--- config.mk ---
export PLATFORM = sky130hd
export DESIGN_NAME = vec_issue_frontend
export DESIGN_NICKNAME = d
export VERILOG_FILES = /design/src/hw/vec_issue_pkg.sv /design/src/hw/vec_issue_decoder.sv /design/src/hw/vec_issue_stage.sv /design/src/hw/vec_insn_fifo.sv /design/src/hw/vec_issue_frontend.sv
export SDC_FILE = /design/constraint.sdc
export NUM_CORES = 1
export LEC_CHECK = 0
export BUFFER_PORTS_ARGS = -buffer_cell sky130_fd_sc_hd__buf_4
export CELL_PAD_IN_SITES_DETAIL_PLACEMENT = 0
export CELL_PAD_IN_SITES_GLOBAL_PLACEMENT = 1
export CORE_ASPECT_RATIO = 0.8
export CORE_MARGIN = 2
export CORE_UTILIZATION = 54
export DETAILED_ROUTE_END_ITERATION = 7
export PLACE_DENSITY = 0.95
export SLEW_MARGIN = 20
export SYNTH_ARGS = -nofsm -noshare
export SYNTH_HDL_FRONTEND = slang
export SYNTH_SLANG_ARGS = --single-unit
--- constraint.sdc ---
create_clock -name clk_i -period 7.5 [get_ports clk_i]
set_input_delay 0 -clock clk_i [delete_from_list [all_inputs] [get_ports clk_i]]
set_output_delay 0 -clock clk_i [all_outputs]
set_load 0.02 [all_outputs]
--- src/hw/vec_issue_pkg.sv ---
//////////////////////////////////////////////////
// Vector issue front end package
// Opcode constants, field positions and the record
// carried from issue to dispatch
//////////////////////////////////////////////////

package vec_issue_pkg;

  // Raw instruction word as offered by the core
  typedef logic [31:0] insn_t;

  // Buffered instruction with its scalar writeback flag
  typedef struct packed {
    insn_t instr;
    logic  writeback;
  } vec_insn_t;

  // Instruction field positions
  localparam int unsigned OpcodeLsb = 0;
  localparam int unsigned OpcodeMsb = 6;
  localparam int unsigned Funct3Lsb = 12;
  localparam int unsigned Funct3Msb = 14;
  localparam int unsigned Funct6Lsb = 26;
  localparam int unsigned Funct6Msb = 31;

  // Major opcodes
  localparam logic [6:0] OpcodeOpV     = 7'b101_0111;
  localparam logic [6:0] OpcodeLoadFp  = 7'b000_0111;
  localparam logic [6:0] OpcodeStoreFp = 7'b010_0111;

  // OP-V funct3 categories
  localparam logic [2:0] Funct3OpFvv = 3'b001;
  localparam logic [2:0] Funct3OpMvv = 3'b010;
  localparam logic [2:0] Funct3OpCfg = 3'b111;

  // Unary group with vmv.x.s, vfmv.f.s and vcpop
  localparam logic [5:0] Funct6WxUnary0 = 6'b01_0000;

  // Width codes that mark a LOAD-FP/STORE-FP as vector
  localparam logic [2:0] MemWidthVec8  = 3'b000;
  localparam logic [2:0] MemWidthVec16 = 3'b101;
  localparam logic [2:0] MemWidthVec32 = 3'b110;
  localparam logic [2:0] MemWidthVec64 = 3'b111;

  localparam int unsigned DefaultFifoDepth = 4;

endpackage : vec_issue_pkg

--- src/hw/vec_issue_decoder.sv ---
//////////////////////////////////////////////////
// Light-weight issue decoder
// Decides vector accept and scalar writeback
//////////////////////////////////////////////////

`timescale 1ns/1ps

module vec_issue_decoder import vec_issue_pkg::*; (
  input  insn_t instr_i,
  output logic  accept_o,
  output logic  writeback_o
);

  logic [6:0] opcode;
  logic [2:0] funct3;
  logic [5:0] funct6;
  logic       is_opv;
  logic       is_fp_mem;
  logic       vec_width;

  // Field extraction
  assign opcode = instr_i[OpcodeMsb:OpcodeLsb];
  assign funct3 = instr_i[Funct3Msb:Funct3Lsb];
  assign funct6 = instr_i[Funct6Msb:Funct6Lsb];

  assign is_opv    = (opcode == OpcodeOpV);
  assign is_fp_mem = (opcode == OpcodeLoadFp) || (opcode == OpcodeStoreFp);

  // Scalar FP loads and stores use the remaining width codes
  always_comb begin
    unique case (funct3)
      MemWidthVec8,
      MemWidthVec16,
      MemWidthVec32,
      MemWidthVec64: vec_width = 1'b1;
      default:       vec_width = 1'b0;
    endcase
  end

  //////////////////////////////////////////////////
  // Accept and writeback
  //////////////////////////////////////////////////

  always_comb begin
    accept_o    = 1'b0;
    writeback_o = 1'b0;

    if (is_opv) begin
      accept_o = 1'b1;
      // vsetvl family returns the new vl
      if (funct3 == Funct3OpCfg) begin
        writeback_o = 1'b1;
      end
      // Moves to x/f registers and vcpop return a scalar
      if (((funct3 == Funct3OpMvv) || (funct3 == Funct3OpFvv)) &&
          (funct6 == Funct6WxUnary0)) begin
        writeback_o = 1'b1;
      end
    end else if (is_fp_mem && vec_width) begin
      accept_o = 1'b1;
    end
  end

endmodule : vec_issue_decoder

--- src/hw/vec_issue_stage.sv ---
//////////////////////////////////////////////////
// Issue stage
// Issue ready and one-entry pre-buffer before FIFO
//////////////////////////////////////////////////

`timescale 1ns/1ps

module vec_issue_stage import vec_issue_pkg::*; (
  input  logic      clk_i,
  input  logic      rst_ni,
  // Issue channel
  input  logic      issue_valid_i,
  input  insn_t     issue_instr_i,
  output logic      issue_ready_o,
  // Decode of the offered instruction
  input  logic      accept_i,
  input  logic      writeback_i,
  // Flushes
  input  logic      flush_i,
  input  logic      flush_unissued_i,
  // FIFO side
  input  logic      fifo_full_i,
  output logic      fifo_push_o,
  output vec_insn_t fifo_wdata_o
);

  logic      new_instr;
  logic      load_entry;
  logic      entry_full_d;
  logic      entry_full_q;
  vec_insn_t entry_q;

  // No issue while the FIFO is full or being flushed
  assign issue_ready_o = issue_valid_i && !fifo_full_i && !flush_i;

  // Rejected handshakes complete without entering the buffer
  assign new_instr = issue_valid_i && issue_ready_o && accept_i;

  //////////////////////////////////////////////////
  // Pre-buffer control
  //////////////////////////////////////////////////

  always_comb begin
    fifo_push_o  = 1'b0;
    load_entry   = 1'b0;
    entry_full_d = entry_full_q;

    // Drain into the FIFO whenever it has room
    if (!fifo_full_i && entry_full_q) begin
      fifo_push_o  = 1'b1;
      entry_full_d = 1'b0;
    end

    // Same-cycle reload keeps one instruction per cycle
    if (!fifo_full_i && new_instr) begin
      load_entry   = 1'b1;
      entry_full_d = 1'b1;
    end

    if (flush_unissued_i) begin
      fifo_push_o  = 1'b0;
      entry_full_d = 1'b0;
    end
  end

  always_ff @(posedge clk_i or negedge rst_ni) begin
    if (!rst_ni) begin
      entry_full_q <= 1'b0;
    end else begin
      entry_full_q <= entry_full_d;
    end
  end

  // Pre-buffer payload
  always_ff @(posedge clk_i) begin
    if (load_entry) begin
      entry_q.instr     <= issue_instr_i;
      entry_q.writeback <= writeback_i;
    end
  end

  assign fifo_wdata_o = entry_q;

endmodule : vec_issue_stage

--- src/hw/vec_insn_fifo.sv ---
//////////////////////////////////////////////////
// Instruction FIFO
// Flushable circular buffer with fill count
//////////////////////////////////////////////////

`timescale 1ns/1ps

module vec_insn_fifo import vec_issue_pkg::*; #(
  parameter  int unsigned Depth      = DefaultFifoDepth,
  localparam int unsigned UsageWidth = $clog2(Depth + 1)
) (
  input  logic                  clk_i,
  input  logic                  rst_ni,
  input  logic                  flush_i,
  // Write side
  input  logic                  push_i,
  input  vec_insn_t             wdata_i,
  output logic                  full_o,
  // Read side
  input  logic                  pop_i,
  output vec_insn_t             rdata_o,
  output logic                  empty_o,
  output logic [UsageWidth-1:0] usage_o
);

  // At least one pointer bit even for a single entry
  localparam int unsigned AddrWidth = (Depth > 1) ? $clog2(Depth) : 1;
  localparam logic [AddrWidth-1:0]  LastAddr  = AddrWidth'(Depth - 1);
  localparam logic [UsageWidth-1:0] FullCount = UsageWidth'(Depth);

  vec_insn_t             mem_q [Depth];
  logic [AddrWidth-1:0]  wr_ptr_q;
  logic [AddrWidth-1:0]  rd_ptr_q;
  logic [UsageWidth-1:0] count_q;
  logic                  push_ok;
  logic                  pop_ok;

  assign full_o  = (count_q == FullCount);
  assign empty_o = (count_q == '0);
  assign usage_o = count_q;
  assign rdata_o = mem_q[rd_ptr_q];

  // Overflow and underflow are ignored
  assign push_ok = push_i && !full_o;
  assign pop_ok  = pop_i && !empty_o;

  //////////////////////////////////////////////////
  // Pointers and count
  //////////////////////////////////////////////////

  always_ff @(posedge clk_i or negedge rst_ni) begin
    if (!rst_ni) begin
      wr_ptr_q <= '0;
      rd_ptr_q <= '0;
      count_q  <= '0;
    end else if (flush_i) begin
      wr_ptr_q <= '0;
      rd_ptr_q <= '0;
      count_q  <= '0;
    end else begin
      if (push_ok) begin
        wr_ptr_q <= (wr_ptr_q == LastAddr) ? '0 : wr_ptr_q + 1'b1;
      end
      if (pop_ok) begin
        rd_ptr_q <= (rd_ptr_q == LastAddr) ? '0 : rd_ptr_q + 1'b1;
      end
      unique case ({push_ok, pop_ok})
        2'b10:   count_q <= count_q + 1'b1;
        2'b01:   count_q <= count_q - 1'b1;
        default: count_q <= count_q;
      endcase
    end
  end

  // Storage
  always_ff @(posedge clk_i) begin
    if (push_ok) begin
      mem_q[wr_ptr_q] <= wdata_i;
    end
  end

endmodule : vec_insn_fifo

--- src/hw/vec_issue_frontend.sv ---
//////////////////////////////////////////////////
// Vector issue front end
// Decoder, pre-buffer and instruction FIFO
//////////////////////////////////////////////////

`timescale 1ns/1ps

module vec_issue_frontend import vec_issue_pkg::*; #(
  parameter  int unsigned Depth      = DefaultFifoDepth,
  localparam int unsigned UsageWidth = $clog2(Depth + 1)
) (
  input  logic                  clk_i,
  input  logic                  rst_ni,
  // Issue channel from the core
  input  logic                  issue_valid_i,
  input  insn_t                 issue_instr_i,
  output logic                  issue_ready_o,
  output logic                  issue_accept_o,
  output logic                  issue_writeback_o,
  // Flushes
  input  logic                  flush_i,
  input  logic                  flush_unissued_i,
  // Dispatch port
  output logic                  disp_valid_o,
  input  logic                  disp_ready_i,
  output vec_insn_t             disp_instr_o,
  output logic [UsageWidth-1:0] usage_o
);

  logic      fifo_push;
  logic      fifo_full;
  logic      fifo_empty;
  logic      fifo_pop;
  vec_insn_t fifo_wdata;

  vec_issue_decoder u_vec_issue_decoder (
    .instr_i     (issue_instr_i    ),
    .accept_o    (issue_accept_o   ),
    .writeback_o (issue_writeback_o)
  );

  vec_issue_stage u_vec_issue_stage (
    .clk_i            (clk_i            ),
    .rst_ni           (rst_ni           ),
    .issue_valid_i    (issue_valid_i    ),
    .issue_instr_i    (issue_instr_i    ),
    .issue_ready_o    (issue_ready_o    ),
    .accept_i         (issue_accept_o   ),
    .writeback_i      (issue_writeback_o),
    .flush_i          (flush_i          ),
    .flush_unissued_i (flush_unissued_i ),
    .fifo_full_i      (fifo_full        ),
    .fifo_push_o      (fifo_push        ),
    .fifo_wdata_o     (fifo_wdata       )
  );

  // Dispatch handshake on the FIFO head
  assign disp_valid_o = !fifo_empty;
  assign fifo_pop     = disp_ready_i && !fifo_empty;

  vec_insn_fifo #(
    .Depth (Depth)
  ) u_vec_insn_fifo (
    .clk_i   (clk_i       ),
    .rst_ni  (rst_ni      ),
    .flush_i (flush_i     ),
    .push_i  (fifo_push   ),
    .wdata_i (fifo_wdata  ),
    .full_o  (fifo_full   ),
    .pop_i   (fifo_pop    ),
    .rdata_o (disp_instr_o),
    .empty_o (fifo_empty  ),
    .usage_o (usage_o     )
  );

endmodule : vec_issue_frontend

# Word-level counts from Yosys, hierarchy flattened
# Memories as Yosys holds them, arrays and structs flattened.
# Cells that the tools add are included.
[op_classes] add_sub_neg=4 n_reduce_logical=23 n_mux=22 n_eq_ne=14
[op_table] operator="$mux 1" n=14
[op_table] operator="$eq 3x3->1 const B" n=4
[op_table] operator="$mux 2" n=6
[op_table] operator="$logic_and 1x1->1" n=11
[op_table] operator="$eq 7x3->1 const B" n=1
[op_table] operator="$eq 7x6->1 const B" n=1
[op_table] operator="$eq 7x7->1 const B" n=1
[op_table] operator="$eq 2x2->1 const B" n=3
[op_table] operator="$eq 6x5->1 const B" n=1
[op_table] operator="$logic_not 3->1" n=2
[op_table] operator="$pmux 3 s2" n=1
[op_table] operator="$reduce_bool 3->1" n=2
[op_table] operator="$add 2x1->2 const B" n=2
[op_table] operator="$reduce_bool 2->1" n=2
[op_table] operator="$reduce_or 4->1" n=1
[op_table] operator="$add 3x1->3 const B" n=1
[op_table] operator="$eq 3x1->1 const B" n=1
[op_table] operator="$eq 3x2->1 const B" n=1
[op_table] operator="$logic_not 1->1" n=3
[op_table] operator="$mux 3" n=1
[op_table] operator="$sub 3x1->3 const B" n=1
[op_table] operator="$eq 2x1->1 const B" n=1
[op_table] operator="$logic_or 1x1->1" n=2
[word_totals] ram_bits=132 input_bits=38 wordCells=70 output_inout_bits=40 mem_count=1 register_bits=41
[mem_list] name="u_vec_insn_fifo.mem_q" depth=4 width=33 read_ports=1 rd_clocked_by_memory_dff=0 write_ports=1 line_no="vec_insn_fifo.sv:31" text="vec_insn_t mem_q [Depth];"

# Longest topological paths before layout
[logic_depth] ltp_word=10 ltp_mapped=9 depth_no_buf=7

# Hierarchy
# A second synthesis with hierarchy kept.
[unflattened] hier_cells=290 area_unflattened_um2=6517.5
[by_module_without_submodules] mod="vec_insn_fifo" instances=1 cells_per_inst=235 seq_area_each_um2=4139.0 area_each_um2=5341.4
[by_module_without_submodules] mod="vec_issue_stage" instances=1 cells_per_inst=40 seq_area_each_um2=1016.0 area_each_um2=1074.8
[by_module_without_submodules] mod="vec_issue_decoder" instances=1 cells_per_inst=13 seq_area_each_um2=0.0 area_each_um2=91.3
[by_module_without_submodules] mod="vec_issue_frontend" instances=1 cells_per_inst=2 seq_area_each_um2=0.0 area_each_um2=10.0

# Worst setup path before layout
# Ideal clock, no wire load.
[synth_path] path_kind="register to register" startpoint="register u_vec_insn_fifo.count_q[0] (netlist: u_vec_insn_fifo.usage_o[0])" endpoint="register u_vec_issue_stage.entry_q (netlist bit u_vec_issue_stage.fifo_wdata_o[0]), enable pin" setup_time_ps=423 required_time_ps=7077 period_less_slack_ps=2779 path_stages_with_launch=5 arrival_ps=2356 slack_ps=4721 path_buffers=1 cell_sequence="dfrtp_1 -> or3b_1 -> buf_6 -> nand3b_1 -> nor2_1"
[synth_via] elab_chain_cells=8
[synth_rtl] element="from (decl)" line_no="vec_insn_fifo.sv:34" text="logic [UsageWidth-1:0] count_q;"
[synth_rtl] element="from (signal assigned)" line_no="vec_insn_fifo.sv:68" text="2'b10: count_q <= count_q + 1'b1;"
[synth_rtl] element="from (signal assigned)" line_no="vec_insn_fifo.sv:69" text="2'b01: count_q <= count_q - 1'b1;"
[synth_rtl] element="from (signal assigned)" line_no="vec_insn_fifo.sv:70" text="default: count_q <= count_q;"
[synth_rtl] element="$eq 3x3->1 (*)" line_no="vec_insn_fifo.sv:38" text="assign full_o = (count_q == FullCount);"
[synth_rtl] element="$logic_not 1->1 (*)" line_no="vec_issue_stage.sv:34, vec_issue_stage.sv:55"
[synth_rtl] element="$logic_and 1x1->1 (2 in a row)" line_no="vec_issue_stage.sv:34" text="assign issue_ready_o = issue_valid_i && !fifo_full_i && !flush_i;"
[synth_rtl] element="$logic_and 1x1->1 (2 in a row)" line_no="vec_issue_stage.sv:37" text="assign new_instr = issue_valid_i && issue_ready_o && accept_i;"
[synth_rtl] element="$logic_and 1x1->1 (*)" line_no="vec_issue_stage.sv:55" text="if (!fifo_full_i && new_instr) begin"
[synth_rtl] element="$mux 1 (*)" line_no="vec_issue_stage.sv:55"
[synth_rtl] element="named net u_vec_issue_stage.load_entry" line_no="vec_issue_stage.sv:28" text="logic load_entry;"
[synth_rtl] element="to (decl)" line_no="vec_issue_stage.sv:31" text="vec_insn_t entry_q;"
# Mark *: on every way through the listed nets, which the timed path passes. The rest lies on a longest branch.
# A chain may end at the register's enable or synchronous reset.

# Final worst setup path
[layout_path] startpoint="register u_vec_insn_fifo.count_q[1] (netlist: u_vec_insn_fifo.usage_o[1])" endpoint="register u_vec_insn_fifo.count_q[2] (netlist: u_vec_insn_fifo.usage_o[2])"
[layout_via] elab_chain_cells=9 word_cells_on_any_way=17 classes_between="2 x add/sub; 3 x eq/ne; 4 x mux; 8 x reduce/logical"
[layout_rtl] element="$eq 3x3->1" line_no="vec_insn_fifo.sv:38"
[layout_rtl] element="$logic_not 1->1" line_no="vec_issue_stage.sv:49, vec_insn_fifo.sv:44"
[layout_rtl] element="$logic_and 1x1->1" line_no="vec_issue_stage.sv:49" text="if (!fifo_full_i && entry_full_q) begin"
[layout_rtl] element="$mux 1" line_no="vec_issue_stage.sv:49"
[layout_rtl] element="$mux 1" line_no="vec_issue_stage.sv:60" text="if (flush_unissued_i) begin"
[layout_rtl] element="$logic_and 1x1->1" line_no="vec_insn_fifo.sv:44" text="assign push_ok = push_i && !full_o;"
[layout_rtl] element="$eq 2x1->1 or $eq 2x2->1 (tied branches)" line_no="vec_insn_fifo.sv:67" text="unique case ({push_ok, pop_ok})"
[layout_rtl] element="$pmux 3 s2" line_no="vec_insn_fifo.sv:67"
[layout_rtl] element="$mux 3" line_no="vec_insn_fifo.sv:56" text="end else if (flush_i) begin"
# Parallel ways exist; a longest one is shown, timed or not.

==> results.yml <==
outcome:
  status: "finished, final reports clean"
power_and_ir_drop:
  ir_drop_mv: 0.319
  p_int_uw: 1610
  total_power_uw: 1960
  switchingPower_uw: 356
  p_sw_share_pct: 18.1
  clkPwrFrac_pct: 42.4
  power_density_nw_per_um2: 244
  p_comb_share_pct: 4.1
  p_leak_uw: 0.00278
  power_frac_seq_pct: 53.5
logic_synthesis:
  avgSynthCellArea_um2: 23.3
  synth_seq_cells: 173
  synth-xor-area-share_pct: 0.528
  yosysWarnings: 0
  synth_top_family_by_area: "multiplexers"
  synthCells: 275
  synthMuxAreaShare_pct: 12.3
  seq_area_frac_synth_pct: 80.5
  synth-adder-area-share_pct: 1.29
  synth_area_um2: 6400
  synth_compound_area_share_pct: 0.996
  yosys.area_share.simple_pct: 3.17
  syn-num-nets: 319
  synth.distinct_cells: 34
timing:
  worstMarginPinSlew_ps: 907
  period_share_pct: 31.5
  setup_viol: 0
  slew_headroom_pct: 39.5
  timing.hold.ws_ps: 47.1
  max_freq_ghz: 0.423
  rsz0062_at_grt: "no"
  hold_viol_final: 0
  slew_violations: 0
  fin_ws_ps: 5140
  setup_tns_ps: 0
  finClkSkew_ps: 4.78
  period_minus_slack_ps: 2360
placement:
  hpwl_mm: 6.52
  io_buffers: 77
  gp_congestion: 0.861
  place_ws_ps: 5160
grt:
  grt_pass1_wl_mm: 17.5
  met3_usage_pct: 5.39
  grt_pass1_vias: 3257
  grtUsageTotal_pct: 19.5
  grt.met2_usage_pct: 33.4
  grt-busiest-layer: "met2"
  use_met1_pct: 24.0
  grt-ovfl-total: 0
  antenna_found_initial: 0
  grt_max_degree: 37
finish:
  final_cell_mix: "edfxtp_1 (165), buf_4 (78), dlygate4sd3_1 (36), mux4_2 (33), clkbuf_16 (17)"
  syn_to_final_growth_pct: 25.8
  drive_above_1_share_pct: 36.8
  diodes: 0
  mostFrequentLayoutCell: "edfxtp_1"
  final_nets: 442
setup_path:
  crit_type: "flip-flop to flip-flop"
  r2r-end: "u_vec_insn_fifo.usage_o[2]$_DFFE_PN0P_"
  cp-end-kind: "flip-flop"
  crit_path_start: "u_vec_insn_fifo.usage_o[1]$_DFFE_PN0P_"
  startpoint_type: "flip-flop"
  reg2reg_depth: 6
  critPathMaxFanout: 7
  r2r-start: "u_vec_insn_fifo.usage_o[1]$_DFFE_PN0P_"
  regToRegSetupSlack_ps: 5140
  required_ps: 7840
  worst_ep_arrival_time_ps: 2700
clocking:
  post_cts_buffers: 0
  root_buffer: "clkbuf_16"
  cts_resized: 0
  ctsHtreeMaxLevel: 4
  clockBufferDepth: 2
  clkSinkCount: 173
  ctsHoldBuffers: 36
  cts_inserted_buffers: 17
  clock_latency_ps: 410
  clkTransAtPathRegs_ps: 60
  cts_tree: "yes"
detailed_routing:
  routedWlPerCell_um: 20.8
  first_pass_iters: 4
  ant_nets: 0
  viasPerCell: 5.53
  first_iter_violations: 199
  drc: 0
  vias: 3075
  postRouteWirelength_mm: 11.6
min_path:
  hp-class: "input pin to flip-flop"
  hold_path.startpoint: "issue_valid_i"
  hold_end: "u_vec_issue_stage.entry_full_q$_DFFE_PN0P_"
  min_path_cells: 3
floorplan:
  chipWidth_um: 126
  rows: 35
  dieArea_um2: 12800
  start_util_pct: 55.4
  ios: 78
  core-area_um2: 11600
  die_h_um: 101
flow_run:
  drv_cap: 0
## through the flow
stage               std cells  instance area [µm²]  utilization [%]
global placement          490                 7120             61.6
detailed placement        490                 7120             61.6
CTS                       555                 8040             69.5
floorplan                 275                 6400                -
finish                    556                 8060             69.7
global route              556                 8060             69.7
## cells in the mapped netlist
master | count | area [µm²]
edfxtp_1 | 165 | 4950
mux4_2 | 33 | 743
nor2_1 | 9 | 33.8
dfrtp_1 | 8 | 200
buf_2 | 5 | 25.0
ha_1 | 5 | 62.6
and3_2 | 4 | 30.0
clkbuf_1 | 4 | 15.0
inv_1 | 4 | 15.0
a21oi_1 | 3 | 15.0
mux2i_1 | 3 | 30.0
nand2b_1 | 3 | 18.8
nand4b_1 | 3 | 26.3
nor3_1 | 3 | 15.0
buf_6 | 2 | 22.5
nand3_1 | 2 | 10.0
nand3b_1 | 2 | 15.0
a211o_2 | 1 | 10.0
a21o_2 | 1 | 8.76
a311oi_1 | 1 | 8.76
and2_4 | 1 | 8.76
and2b_1 | 1 | 7.51
fa_1 | 1 | 20.0
mux2_4 | 1 | 15.0
nand4_1 | 1 | 6.26
nor2b_1 | 1 | 6.26
nor4b_1 | 1 | 8.76
o31ai_2 | 1 | 12.5
o32ai_1 | 1 | 8.76
or3_2 | 1 | 7.51
or3b_1 | 1 | 8.76
xnor2_1 | 1 | 8.76
xor2_1 | 1 | 8.76
xor2_2 | 1 | 16.3
## flip-flops by register name (all words and copies together) (netlist names)
signal	count
u_vec_insn_fifo.mem_q	132
u_vec_insn_fifo.rd_ptr_q	2
u_vec_insn_fifo.usage_o	3
u_vec_insn_fifo.wr_ptr_q	2
u_vec_issue_stage.entry_full_q	1
u_vec_issue_stage.fifo_wdata_o	33
## layout make-up
cell class                      instances  area [µm²]
Inverter                                4        15.0
Tap cell                              148         185
Sequential cell                       173        5160
Clock inverter                         10         125
Multi-Input combinational cell         87        1180
Timing Repair Buffer                  115         961
Clock buffer                           19         433
Fill cell                             702        3510
## power groups by stage
stage          Sequential [µW]  Combinational (µW)  Clock [µW]
5_1_grt                   1050                86.0         884
6_report                  1050                80.5         833
4_1_cts                   1050                80.7         848
2_1_floorplan             1070                32.7           0
3_3_place_gp              1070                64.6           0
3_5_place_dp              1070                65.4           0
## routing by layer
layer | part of all wire, % | vias up
li1 | - | 1380
met1 | 39 | 1557
met2 | 52 | 121
met3 | 7.5 | 17
met4 | 1.7 | 0
met5 | 0 | -
## logic make-up (layout without fill, tap and decap cells)
group                    after synthesis  count (layout)
AO/OA/AOI/OAI                          8               8
flip-flops                           173             173
AND/OR/NAND/NOR                       33              33
XOR/XNOR                               3               3
buffers and inverters                 15             148
multiplexers                          37              37
adder cells (fa/ha/maj)                6               6
## critical path: stages, from the launching register on
cell     delay (ps)
dfrtp_1         460
o31ai_2         590
nor2_1          150
fa_1            420
a211o_2         330
a21o_2          210
a21oi_1         120
## worst max path at each step
| stage | to | slack, ps | depth (start not counted) |
|---|---|---|---|
| 3_3_place_gp | u_vec_insn_fifo.usage_o[2]$_DFFE_PN0P_ | 5250 | 6 |
| 3_5_place_dp | u_vec_insn_fifo.usage_o[2]$_DFFE_PN0P_ | 5160 | 6 |
| 4_1_cts | u_vec_insn_fifo.usage_o[2]$_DFFE_PN0P_ | 5150 | 6 |
| 5_1_grt | u_vec_insn_fifo.usage_o[2]$_DFFE_PN0P_ | 5020 | 6 |
| 6_report | u_vec_insn_fifo.usage_o[2]$_DFFE_PN0P_ | 5140 | 6 |
| 2_1_floorplan | u_vec_issue_stage.fifo_wdata_o[0]$_DFFE_PP_ | 4720 | 4 |
No activity file was read; power rests on OpenSTA's default activity.
